==> config.mk <==
export PLATFORM = sky130hd
export DESIGN_NAME = udp_rx_top
export DESIGN_NICKNAME = d
export VERILOG_FILES = /design/src/source/udp_rx_pkg.sv /design/src/source/rx_frame_parser.sv /design/src/source/rx_packet_fifo.sv /design/src/source/udp_packet_filter.sv /design/src/source/rx_drop_counters.sv /design/src/source/udp_rx_top.sv
export SDC_FILE = /design/constraint.sdc
export NUM_CORES = 2
export LEC_CHECK = 0
export BUFFER_PORTS_ARGS = -buffer_cell sky130_fd_sc_hd__clkbuf_2
export CAP_MARGIN = 20
export CELL_PAD_IN_SITES_DETAIL_PLACEMENT = 1
export CELL_PAD_IN_SITES_GLOBAL_PLACEMENT = 1
export CORE_ASPECT_RATIO = 1.75
export CORE_MARGIN = 2
export CORE_UTILIZATION = 25
export CTS_BUF_LIST = sky130_fd_sc_hd__clkbuf_4 sky130_fd_sc_hd__clkbuf_8
export DETAILED_ROUTE_END_ITERATION = 7
export HOLD_SLACK_MARGIN = 0.05
export MAX_ROUTING_LAYER = met4
export PLACE_DENSITY_LB_ADDON = 0.1
export SETUP_SLACK_MARGIN = 0.15
export SKIP_CTS_REPAIR_TIMING = 1
export SLEW_MARGIN = 20
export SYNTH_ARGS = -nofsm -noshare
export SYNTH_HDL_FRONTEND = slang
export SYNTH_SLANG_ARGS = --single-unit
==> constraint.sdc <==
create_clock -name rx_clk_in -period 281.7 [get_ports rx_clk_in]
set_input_delay 28.17 -clock rx_clk_in [delete_from_list [all_inputs] [get_ports rx_clk_in]]
set_output_delay 28.17 -clock rx_clk_in [all_outputs]
set_load 0.02 [all_outputs]
==> src/source/udp_rx_pkg.sv <==
// UDP/IP receive engine
// Shared types and sizes

package udp_rx_pkg;

    // ============================================================
    // Sizes and protocol constants
    // ============================================================
    localparam int BEAT_BYTES          = 32;
    // Payload bytes carried in the second beat
    localparam int FIRST_PAYLOAD_BYTES = 22;
    localparam int MAX_PAYLOAD_BYTES   = 54;
    localparam int UDP_HDR_BYTES       = 8;
    localparam int IP_VERSION_4        = 4;
    localparam int IP_PROTO_UDP        = 17;
    // Four-entry packet buffer
    localparam int FIFO_LOG_DEPTH      = 2;
    localparam int COUNTER_WIDTH       = 32;

    // ============================================================
    // Header types, wire order
    // ============================================================
    typedef logic [47:0] mac_addr_t;
    typedef logic [31:0] ipv4_addr_t;

    localparam mac_addr_t BROADCAST_MAC = '1;

    // 14 bytes
    typedef struct packed {
        mac_addr_t   dest_mac;
        mac_addr_t   src_mac;
        logic [15:0] eth_type;
    } eth_hdr_t;

    // 20 bytes, no options
    typedef struct packed {
        logic [3:0]  version;
        logic [3:0]  ihl;
        logic [5:0]  dscp;
        logic [1:0]  ecn;
        logic [15:0] total_length;
        logic [15:0] identification;
        logic [2:0]  flags;
        logic [12:0] frag_offset;
        logic [7:0]  ttl;
        logic [7:0]  protocol;
        logic [15:0] hdr_checksum;
        ipv4_addr_t  src_ip;
        ipv4_addr_t  dest_ip;
    } ip_hdr_t;

    // 8 bytes, length includes the header
    typedef struct packed {
        logic [15:0] src_port;
        logic [15:0] dest_port;
        logic [15:0] length;
        logic [15:0] checksum;
    } udp_hdr_t;

    // ============================================================
    // Stream, record and event types
    // ============================================================
    typedef struct packed {
        logic [BEAT_BYTES*8-1:0] data;
        logic                    valid;
        logic                    sop;
        logic                    eop;
        // Unused low bytes on the eop beat
        logic [4:0]              empty;
    } rx_beat_t;

    // Payload byte 0 sits in the top byte
    typedef struct packed {
        eth_hdr_t                       eth;
        ip_hdr_t                        ip;
        udp_hdr_t                       udp;
        logic [MAX_PAYLOAD_BYTES*8-1:0] payload;
        logic [15:0]                    byte_count;
        logic                           oversize;
    } rx_packet_t;

    typedef struct packed {
        ipv4_addr_t                     src_ip;
        logic [15:0]                    src_port;
        logic [15:0]                    dest_port;
        logic [MAX_PAYLOAD_BYTES*8-1:0] payload;
        logic [15:0]                    length;
    } rx_delivery_t;

    // One bit per drop cause
    typedef struct packed {
        logic dest_mac;
        logic dest_ip;
        logic protocol;
        logic version;
        logic length;
        logic overflow;
    } drop_event_t;

    typedef enum logic [2:0] {
        total_drops   = 3'd0,
        fifo_overflow = 3'd1,
        dest_mac_err  = 3'd2,
        dest_ip_err   = 3'd3,
        protocol_err  = 3'd4,
        version_err   = 3'd5,
        length_err    = 3'd6
    } counter_id_t;

    typedef enum logic [1:0] {
        idle,
        header_tail,
        payload,
        flush
    } parser_state_t;

endpackage

==> src/source/rx_frame_parser.sv <==
// Receive frame parser
// One packet record per frame

`timescale 1ns/10ps

module rx_frame_parser
    import udp_rx_pkg::*;
(
    input  logic       rx_clk_in,
    input  logic       rx_reset_in,
    input  rx_beat_t   rx_beat,
    output logic       pkt_push,
    output rx_packet_t pkt_record,
    output logic       short_frame
);

    parser_state_t state, state_next;

    // Beat qualifiers
    logic start_frame;
    logic take_tail;
    logic take_pay;
    logic take_flush;
    logic frame_done;
    logic frame_short;

    // Eop beat byte masking
    logic [BEAT_BYTES*8-1:0] beat_mask;
    logic [BEAT_BYTES*8-1:0] beat_data;
    logic [15:0]             eop_empty;

    // ============================================================
    // Beat decode and next state
    // ============================================================
    always_comb begin
        // A sop beat restarts in any state
        start_frame = rx_beat.valid && rx_beat.sop;
        take_tail   = rx_beat.valid && !rx_beat.sop && (state == header_tail);
        take_pay    = rx_beat.valid && !rx_beat.sop && (state == payload);
        take_flush  = rx_beat.valid && !rx_beat.sop && (state == flush);
        frame_done  = (take_tail || take_pay || take_flush) && rx_beat.eop;
        // Frame ending on beat 0 carries no UDP header
        frame_short = start_frame && rx_beat.eop;

        state_next = state;
        if (start_frame) begin
            state_next = rx_beat.eop ? idle : header_tail;
        end else if (frame_done) begin
            state_next = idle;
        end else if (take_tail) begin
            state_next = payload;
        end else if (take_pay) begin
            // Fourth beat on its way
            state_next = flush;
        end
    end

    // Zero the unused low bytes of the eop beat
    always_comb begin
        if (rx_beat.eop) begin
            beat_mask = {BEAT_BYTES*8{1'b1}} << {rx_beat.empty, 3'b000};
            eop_empty = {11'd0, rx_beat.empty};
        end else begin
            beat_mask = {BEAT_BYTES*8{1'b1}};
            eop_empty = 16'd0;
        end
        beat_data = rx_beat.data & beat_mask;
    end

    // ============================================================
    // State and strobes
    // ============================================================
    always_ff @(posedge rx_clk_in or posedge rx_reset_in) begin
        if (rx_reset_in) begin
            state       <= idle;
            pkt_push    <= 1'b0;
            short_frame <= 1'b0;
        end else begin
            state       <= state_next;
            pkt_push    <= frame_done;
            short_frame <= frame_short;
        end
    end

    // ============================================================
    // Record capture
    // ============================================================
    always_ff @(posedge rx_clk_in) begin
        // Beat 0: eth header and top 18 IP bytes
        if (start_frame) begin
            pkt_record.eth         <= rx_beat.data[255:144];
            pkt_record.ip[159:16]  <= rx_beat.data[143:0];
        end

        // Beat 1: IP tail, UDP header, payload bytes 0 to 21
        if (take_tail) begin
            pkt_record.ip[15:0]    <= rx_beat.data[255:240];
            pkt_record.udp         <= rx_beat.data[239:176];
            pkt_record.payload     <= {beat_data[175:0], 256'd0};
            pkt_record.byte_count  <= 16'(FIRST_PAYLOAD_BYTES) - eop_empty;
            pkt_record.oversize    <= 1'b0;
        end

        // Beat 2: payload bytes 22 to 53
        if (take_pay) begin
            pkt_record.payload[255:0] <= beat_data;
            pkt_record.byte_count     <= pkt_record.byte_count + 16'(BEAT_BYTES) - eop_empty;
        end

        // Anything past beat 2 makes the frame oversize
        if (take_flush) begin
            pkt_record.oversize <= 1'b1;
        end
    end

    // Stream protocol on the input
    sop_needs_valid: assert property (
        @(posedge rx_clk_in) disable iff (rx_reset_in)
        rx_beat.sop |-> rx_beat.valid
    ) else $error("sop seen without valid");

endmodule

==> src/source/rx_packet_fifo.sv <==
// Packet record FIFO

`timescale 1ns/10ps

module rx_packet_fifo
    import udp_rx_pkg::*;
#(
    parameter int LOG_DEPTH = FIFO_LOG_DEPTH
) (
    input  logic       rx_clk_in,
    input  logic       rx_reset_in,
    input  logic       push,
    input  logic       pop,
    input  rx_packet_t push_data,
    output rx_packet_t pop_data,
    output logic       empty,
    output logic       overflow
);

    localparam int DEPTH = 2 ** LOG_DEPTH;

    rx_packet_t mem [DEPTH];

    // Extra msb tells full from empty
    logic [LOG_DEPTH:0] wr_ptr;
    logic [LOG_DEPTH:0] rd_ptr;
    logic               full;

    always_comb begin
        empty    = (wr_ptr == rd_ptr);
        full     = (wr_ptr[LOG_DEPTH] != rd_ptr[LOG_DEPTH])
                && (wr_ptr[LOG_DEPTH-1:0] == rd_ptr[LOG_DEPTH-1:0]);
        // Push into a full buffer is lost
        overflow = push && full;
    end

    // Pointers
    always_ff @(posedge rx_clk_in or posedge rx_reset_in) begin
        if (rx_reset_in) begin
            wr_ptr <= '0;
            rd_ptr <= '0;
        end else begin
            if (push && !full)
                wr_ptr <= wr_ptr + 1'b1;
            if (pop && !empty)
                rd_ptr <= rd_ptr + 1'b1;
        end
    end

    // Storage and registered read port
    always_ff @(posedge rx_clk_in) begin
        if (push && !full)
            mem[wr_ptr[LOG_DEPTH-1:0]] <= push_data;
        if (pop && !empty)
            pop_data <= mem[rd_ptr[LOG_DEPTH-1:0]];
    end

    // Consumer must respect empty
    no_pop_when_empty: assert property (
        @(posedge rx_clk_in) disable iff (rx_reset_in)
        pop |-> !empty
    ) else $error("pop on empty packet FIFO");

endmodule

==> src/source/udp_packet_filter.sv <==
// Address and protocol filter
// Drop decision and delivery strobe

`timescale 1ns/10ps

module udp_packet_filter
    import udp_rx_pkg::*;
(
    input  logic         rx_clk_in,
    input  logic         rx_reset_in,
    input  logic         deliver_hold,
    input  mac_addr_t    host_mac,
    input  ipv4_addr_t   host_ip,
    input  logic         fifo_empty,
    input  rx_packet_t   pop_data,
    output logic         pop,
    output logic         app_valid,
    output rx_delivery_t app_packet,
    output drop_event_t  drop_evt
);

    // Record due on pop_data this cycle
    logic        wait_q;
    drop_event_t fail;
    logic        any_fail;

    // One pop in flight at a time
    always_comb begin
        pop = !fifo_empty && !deliver_hold && !wait_q;
    end

    // ============================================================
    // Checks on the popped record
    // ============================================================
    always_comb begin
        // Unicast to us or broadcast
        fail.dest_mac = (pop_data.eth.dest_mac != host_mac)
                     && (pop_data.eth.dest_mac != BROADCAST_MAC);
        fail.dest_ip  = (pop_data.ip.dest_ip != host_ip);
        fail.protocol = (pop_data.ip.protocol != 8'(IP_PROTO_UDP));
        fail.version  = (pop_data.ip.version != 4'(IP_VERSION_4));
        // UDP length covers its own header
        fail.length   = pop_data.oversize
                     || ((pop_data.udp.length - 16'(UDP_HDR_BYTES)) != pop_data.byte_count);
        // Overflow drops are reported by the FIFO
        fail.overflow = 1'b0;
        any_fail      = |fail;
    end

    // ============================================================
    // Registered verdict
    // ============================================================
    always_ff @(posedge rx_clk_in or posedge rx_reset_in) begin
        if (rx_reset_in) begin
            wait_q    <= 1'b0;
            app_valid <= 1'b0;
            drop_evt  <= '0;
        end else begin
            wait_q    <= pop;
            app_valid <= wait_q && !any_fail;
            if (wait_q)
                drop_evt <= fail;
            else
                drop_evt <= '0;
        end
    end

    // Delivery fields, qualified by app_valid
    always_ff @(posedge rx_clk_in) begin
        if (wait_q) begin
            app_packet.src_ip    <= pop_data.ip.src_ip;
            app_packet.src_port  <= pop_data.udp.src_port;
            app_packet.dest_port <= pop_data.udp.dest_port;
            app_packet.payload   <= pop_data.payload;
            app_packet.length    <= pop_data.byte_count;
        end
    end

    // A packet is either delivered or dropped
    deliver_or_drop: assert property (
        @(posedge rx_clk_in) disable iff (rx_reset_in)
        app_valid |-> (drop_evt == '0)
    ) else $error("delivery and drop in the same cycle");

endmodule

==> src/source/rx_drop_counters.sv <==
// Drop counter bank

`timescale 1ns/10ps

module rx_drop_counters
    import udp_rx_pkg::*;
(
    input  logic                     rx_clk_in,
    input  logic                     rx_reset_in,
    input  drop_event_t              drop_evt,
    input  logic                     overflow,
    input  logic                     short_frame,
    input  logic                     counter_rd,
    input  counter_id_t              counter_sel,
    output logic                     counter_valid,
    output logic [COUNTER_WIDTH-1:0] counter_value
);

    localparam int NUM_COUNTERS = 7;

    logic [COUNTER_WIDTH-1:0] cnt     [NUM_COUNTERS];
    // Up to three drops can land in one cycle
    logic [1:0]               cnt_inc [NUM_COUNTERS];
    logic                     filter_drop;
    logic                     ovf_hit;

    always_comb begin
        filter_drop = drop_evt.dest_mac || drop_evt.dest_ip || drop_evt.protocol
                   || drop_evt.version || drop_evt.length;
        ovf_hit     = overflow || drop_evt.overflow;

        // One per dropped packet, whatever the cause
        cnt_inc[total_drops]   = {1'b0, filter_drop} + {1'b0, ovf_hit} + {1'b0, short_frame};
        cnt_inc[fifo_overflow] = {1'b0, ovf_hit};
        cnt_inc[dest_mac_err]  = {1'b0, drop_evt.dest_mac};
        cnt_inc[dest_ip_err]   = {1'b0, drop_evt.dest_ip};
        cnt_inc[protocol_err]  = {1'b0, drop_evt.protocol};
        cnt_inc[version_err]   = {1'b0, drop_evt.version};
        // Short frames count as length errors
        cnt_inc[length_err]    = {1'b0, drop_evt.length} + {1'b0, short_frame};
    end

    always_ff @(posedge rx_clk_in or posedge rx_reset_in) begin
        if (rx_reset_in) begin
            for (int i = 0; i < NUM_COUNTERS; i++)
                cnt[i] <= '0;
            counter_valid <= 1'b0;
        end else begin
            for (int i = 0; i < NUM_COUNTERS; i++)
                cnt[i] <= cnt[i] + COUNTER_WIDTH'(cnt_inc[i]);
            counter_valid <= counter_rd;
        end
    end

    // Read sees counts from before this cycle
    always_ff @(posedge rx_clk_in) begin
        if (counter_rd) begin
            case (counter_sel)
                total_drops, fifo_overflow, dest_mac_err, dest_ip_err,
                protocol_err, version_err, length_err:
                    counter_value <= cnt[counter_sel];
                default:
                    counter_value <= '0;
            endcase
        end
    end

endmodule

==> src/source/udp_rx_top.sv <==
// UDP/IP receive engine top

`timescale 1ns/10ps

module udp_rx_top
    import udp_rx_pkg::*;
(
    input  logic                     rx_clk_in,
    input  logic                     rx_reset_in,
    input  rx_beat_t                 rx_beat,
    input  mac_addr_t                host_mac,
    input  ipv4_addr_t               host_ip,
    input  logic                     deliver_hold,
    input  logic                     counter_rd,
    input  counter_id_t              counter_sel,
    output logic                     app_valid,
    output rx_delivery_t             app_packet,
    output logic                     counter_valid,
    output logic [COUNTER_WIDTH-1:0] counter_value
);

    // Parser to FIFO
    logic        pkt_push;
    rx_packet_t  pkt_record;
    logic        short_frame;
    // FIFO to filter
    logic        fifo_empty;
    rx_packet_t  pop_data;
    logic        pop;
    // Drop reporting
    logic        fifo_ovf;
    drop_event_t drop_evt;

    rx_frame_parser rx_frame_parser_i (
        .rx_clk_in   (rx_clk_in),
        .rx_reset_in (rx_reset_in),
        .rx_beat     (rx_beat),
        .pkt_push    (pkt_push),
        .pkt_record  (pkt_record),
        .short_frame (short_frame)
    );

    rx_packet_fifo #(
        .LOG_DEPTH (FIFO_LOG_DEPTH)
    ) rx_packet_fifo_i (
        .rx_clk_in   (rx_clk_in),
        .rx_reset_in (rx_reset_in),
        .push        (pkt_push),
        .pop         (pop),
        .push_data   (pkt_record),
        .pop_data    (pop_data),
        .empty       (fifo_empty),
        .overflow    (fifo_ovf)
    );

    udp_packet_filter udp_packet_filter_i (
        .rx_clk_in    (rx_clk_in),
        .rx_reset_in  (rx_reset_in),
        .deliver_hold (deliver_hold),
        .host_mac     (host_mac),
        .host_ip      (host_ip),
        .fifo_empty   (fifo_empty),
        .pop_data     (pop_data),
        .pop          (pop),
        .app_valid    (app_valid),
        .app_packet   (app_packet),
        .drop_evt     (drop_evt)
    );

    rx_drop_counters rx_drop_counters_i (
        .rx_clk_in     (rx_clk_in),
        .rx_reset_in   (rx_reset_in),
        .drop_evt      (drop_evt),
        .overflow      (fifo_ovf),
        .short_frame   (short_frame),
        .counter_rd    (counter_rd),
        .counter_sel   (counter_sel),
        .counter_valid (counter_valid),
        .counter_value (counter_value)
    );

endmodule

After elaboration in Yosys (flattened, before gate mapping)
Memory sizes are Yosys's and may differ from the RTL's. A register that Yosys moved wholly into a read port is not among the register bits.
Cells that the tools add are included.
- $add $sub $neg: 16
- order comparisons: 1
- equal/unequal tests: 18
- shift operators: 1
- multiplexer cells: 15
- bitwise gates (word level): 2
- reductions and logical operators: 34
- operators by type and width (cell ; count):
    273-bit 2-to-1 mux ; 1
    272-bit 2-to-1 mux ; 1
    256-bit bitwise AND ; 1
    256-bit 2-to-1 mux ; 1
    256-bit by 8-bit left shift with 256-bit output, first input constant ; 1
    32-bit by 1-bit adder with 32-bit output ; 5
    32-bit binary-select mux with 3-bit select ; 1
    32-bit by 2-bit adder with 32-bit output ; 2
    32-bit 2-to-1 mux ; 2
    48-bit != test ; 1
    48-bit != test, second input constant ; 1
    32-bit != test ; 1
    16-bit by 6-bit adder with 16-bit output, second input constant ; 1
    16-bit != test ; 1
    16-bit by 4-bit subtractor with 16-bit output, second input constant ; 1
    16-bit by 5-bit subtractor with 16-bit output ; 1
    1-bit logical AND ; 15
    3-bit equality test, second input constant ; 3
    1-bit logical OR ; 8
    2-bit 2-to-1 mux ; 4
    8-bit by 5-bit != test with 1-bit output, second input constant ; 1
    7-bit OR reduction ; 1
    3-bit by 1-bit adder with 3-bit output, second input constant ; 2
    3-bit by 2-bit equality test with 1-bit output, second input constant ; 2
    20 further kinds ; 29
- flip-flop bits (word level): 1572
- memory bits (writable): 3140
- output and inout bits: 546
- logic and storage cells: 140
- memories: 1
- memories (name ; words ; width ; rd ports ; clocked after memory_dff ; wr ports ; RTL line ; RTL):
    rx_packet_fifo_i.mem ; 4 ; 785 ; 1 ; 1 ; 1 ; rx_packet_fifo.sv:22 ; rx_packet_t mem [DEPTH];

Longest topological paths before layout
- word-level depth: 8
- depth in mapped cells: 14
- gate-level depth less buffers: 14

Modules after synthesis
A second synthesis with hierarchy kept.
- cells, all modules: 8236
- area total of the unflattened synthesis: 195079.6 um2
- by module, submodules not included (module ; times used ; cells each ; area an instance (um2) ; seq. area each (um2)):
    rx_packet_fifo ; 1 ; 4938 ; 137269.2 ; 118013.2
    rx_frame_parser ; 1 ; 1497 ; 28031.9 ; 23662.7
    udp_packet_filter ; 1 ; 717 ; 17071.4 ; 15549.9
    rx_drop_counters ; 1 ; 1084 ; 12707.2 ; 6591.3

Worst setup path before layout
No wires, ideal clock.
- path kind: register to register
- from: register udp_packet_filter_i.wait_q
- to: register rx_packet_fifo_i.pop_data[0] (netlist name)
- data arrival time: 117.117 ns
- required time: 263.630 ns
- slack: 146.512 ns
- stages on the path, launching flop included: 2
- path buffers: 0
- period minus slack after synthesis: 135.188 ns
- cell sequence: dfrtp_1 > a211oi_1
- longest elaborated chain between the ends: 3
- RTL lines (what ; RTL line ; RTL):
    start: declaration ; udp_packet_filter.sv:23 ; logic wait_q;
    start signal: assignment ; udp_packet_filter.sv:59 ; wait_q <= pop;
    1-bit logical NOT ; udp_packet_filter.sv:29 ; pop = !fifo_empty && !deliver_hold && !wait_q;
    1-bit logical AND ; udp_packet_filter.sv:29 ;
    1-bit logical AND ; rx_packet_fifo.sv:54 ; if (pop && !empty)
Every way passes these cells.
A chain may end at the register's enable or synchronous reset.

Worst setup path after layout
- from: input port deliver_hold
- to: register rx_packet_fifo_i.pop_data[420] (netlist name)
- longest elaborated chain between the ends: 4
- RTL lines (what ; RTL line ; RTL):
    start: declaration ; udp_rx_top.sv:13 ; input logic deliver_hold,
    1-bit logical NOT ; udp_packet_filter.sv:29 ;
    1-bit logical AND (2 in a row) ; udp_packet_filter.sv:29 ;
    1-bit logical AND ; rx_packet_fifo.sv:54 ;
Every way passes these cells.

==> results.yml <==
floorplanning:
  die-area_um2: 648300
  start_util: 0.2506
  num_io_pins: 897
  core_um2: 640000
  die_h_mm: 1.064
  num_rows: 389
  fp.dieW_um: 609.5
timing:
  fmax_mhz: 31.52
  finalCriticalPeriod_ns: 31.72
  fin_crit_sh: 0.1126
  worst_slack_ns: 249.98
  setup_tns_ns: 0
  finalHoldViolCount: 0
  whs_ns: 0.3861
  rsz0062_at_grt: "no"
  skew_ns: 0.1010
  tightest_slew_ns: 1.187
  relSlewSlack: 0.2086
  setup_viol: 0
  drv_slew: 0
clock_network:
  cts-htree-levels: 6
  path_clk_slew_ns: 0.06
  clockBufferDepth: 5
  clk_latency_ns: 1.14
  cts_tree: "yes"
  cts_buffers: 724
  cts.sinks: 4512
  cts-root-buf: "clkbuf_8"
min_path:
  hold_end: "udp_packet_filter_i.app_packet[315]$_DFFE_PP_"
  hp-class: "reg2reg"
  hold_depth: 0
  holdCritStartpoint: "rx_packet_fifo_i.pop_data[316]$_DFFE_PP_"
routing:
  drcViolationCount: 0
  firstDrtPassIters: 5
  drtIter0Drc: 4311
  routed_via_density: 4.198
  drtAntennaViolNets: 0
  wirelength_mm: 486.2
  routedWlPerCell_um: 27.75
  vias: 73540
critical_path:
  r2r-end: "rx_packet_fifo_i.pop_data[420]$_DFFE_PP_"
  worstPathRequired_ns: 282.39
  setup.worst_path.class: "in2reg"
  worstPathArrival_ns: 32.42
  cp_max_fo: 57
  r2r_setup_slack_ns: 275.83
  crit_path_start_kind: "primary input"
  r2r_start: "rx_packet_fifo_i.rd_ptr[1]$_DFFE_PP0P_"
  critPathCaptureType: "register"
  r2r_cells: 8
cells_and_area:
  finalNetCount: 8931
  final_util: 0.2968
  fin_cells: 17520
  fillers: 64670
  drive_gt1_frac: 0.3143
  synthToLayoutAreaGrowth_pct: 18.43
yosys:
  seq_area_frac_synth: 0.8371
  synthTopCellsByArea: "edfxtp_1 (80%), mux4_2 (9.2%), dfrtp_1 (3.8%), xnor2_1 (1.4%), and2_1 (1.1%)"
  ys_warn_count: 0
  synth-seq-cells: 4512
  synth_top_area_share: 0.7992
  synthCells: 6994
  synth.distinct_cells: 62
  avgSynthCellArea_um2: 22.93
  synth-main-ff-cell: "edfxtp_1"
  ys_async_sr_fraction: 0.05363
  synth_area_um2: 160400
  yosysTopAreaCell: "edfxtp_1"
  synth_nets: 7389
  synth_edf_count: 4269
global_route:
  grt_remaining_overflow: 0
  grt_first_pass_wirelength_mm: 673.7
  grt_antenna_before_repair: 96
  grt_pass1_vias: 83220
  grt_max_degree: 119
  grt_usage: 0.1529
placement:
  port_buffers: 896
  place_ws_ns: 248.59
  dpl.hpwl_mm: 306.7
  place_inst: 16220
  place_congestion: 0.7286
pwr:
  power_density_nw_per_um2: 9.571
  ir_drop_mv: 0.007870
  leakagePower_nw: 62.80
status:
  status: "complete, no violations"
job:
  maxCapViolCount: 0
-- critical path, cell delays in order --
cell      delay (ns)
clkbuf_2        0.11
a211oi_4        0.56
buf_4           0.60
buf_4           0.88
buf_4           0.56
buf_4           0.65
buf_4           0.67
-- power breakdown --
part	internal (mW)	leakage (nW)	total (mW)	switching [mW]
registers	0.869	42.2	0.934	0.0650
logic	0.117	13.3	0.325	0.209
clock network	0.294	7.28	0.559	0.266
total	1.28	62.8	1.82	0.539
-- cells in the final DEF (no fill, tap or decap), types with 42 or more instances in the layout --
cell type / n
and2_1: 276
buf_4: 129
a21oi_1: 81
nand3_1: 86
dfrtp_1: 239
clkinv_2: 62
xnor2_1: 252
xor2_1: 78
nor2_1: 137
clkbuf_4: 225
edfxtp_1: 4269
clkinv_1: 165
diode_2: 45
mux4_2: 653
and3_1: 205
inv_1: 42
nand2_1: 106
clkbuf_2: 894
clkbuf_8: 742
nand4_1: 77
-- metal layers --
layer	up-vias	track usage	part of all wire
met5	-	-	0
met1	39330	0.1671	0.38
met4	0	0.04714	0.028
met2	1868	0.2717	0.53
li1	31540	-	-
met3	798	0.03766	0.056
-- area by class of cell --
| cell class | count | area [um^2] | area share |
|---|---|---|---|
| sequential | 4512 | 134300 | 0.7069 |
| multi-input combinational | 2214 | 25290 | 0.1331 |
| clock buffer | 967 | 11900 | 0.06265 |
| tap | 8406 | 10520 | 0.05537 |
| timing repair buffer | 1040 | 5752 | 0.03028 |
| clock inverter | 289 | 1931 | 0.01016 |
| inverter | 44 | 180.2 | 0.0009485 |
| antenna | 45 | 112.6 | 0.0005928 |
-- flip-flops by register name (all words and copies together) (netlist names) --
signal,cells
rx_frame_parser_i.pkt_record,621
rx_packet_fifo_i.mem,2484
rx_frame_parser_i.pkt_push,1
rx_packet_fifo_i.wr_ptr,3
udp_packet_filter_i.app_packet,512
udp_packet_filter_i.app_valid,1
rx_drop_counters_i.counter_valid,1
udp_packet_filter_i.wait_q,1
rx_drop_counters_i.cnt,224
udp_packet_filter_i.drop_evt,5
rx_frame_parser_i.short_frame,1
rx_packet_fifo_i.rd_ptr,3
rx_frame_parser_i.state,2
rx_drop_counters_i.counter_value,32
rx_packet_fifo_i.pop_data,621
-- synthesized netlist by cell type, types with 67 or more instances --
library cell	instances
buf_2	67
clkbuf_1	133
edfxtp_1	4269
and2_1	282
dfrtp_1	242
nand3_1	86
mux4_2	653
nand2_1	107
nand4_1	77
and3_1	205
xor2_1	78
xnor2_1	252
a21oi_1	89
nor2_1	142
-- stage by stage --
| step | power [mW] | cell area (um^2) |
|---|---|---|
| after floorplan | 1.249 | 160400 |
| after detailed placement | 1.296 | 176000 |
| after global routing | 1.907 | 189900 |
| after global placement | 1.295 | 176000 |
| after CTS | 1.872 | 189800 |
| final | 1.818 | 190000 |
-- worst max-delay path by stage --
stage                     slack, ns                                  endpoint                                 start  cells after the start
after floorplan              146.51    rx_packet_fifo_i.pop_data[0]$_DFFE_PP_  udp_packet_filter_i.wait_q$_DFF_PP0_                      1
after global placement       248.57  rx_packet_fifo_i.pop_data[183]$_DFFE_PP_                          deliver_hold                      7
after global routing         249.66  rx_packet_fifo_i.pop_data[420]$_DFFE_PP_                          deliver_hold                      7
after CTS                    249.87  rx_packet_fifo_i.pop_data[425]$_DFFE_PP_                          deliver_hold                      7
final                        249.98  rx_packet_fifo_i.pop_data[420]$_DFFE_PP_                          deliver_hold                      7
after detailed placement     248.59  rx_packet_fifo_i.pop_data[187]$_DFFE_PP_                          deliver_hold                      7
-- logic make-up (layout without fill, tap and decap cells) --
family,after synthesis,in the layout,synth area share
buffers and inverters,268,2340,0.006794
AOI/OAI and AO/OA,158,158,0.005772
adders and majority gates,44,44,0.003619
and+or+nand+nor,994,994,0.03482
muxes,688,688,0.09389
xor gates and xnor gates,330,330,0.01802
DFF,4512,4512,0.8371
other,0,45,0
Power figures use the tool's default switching activity.
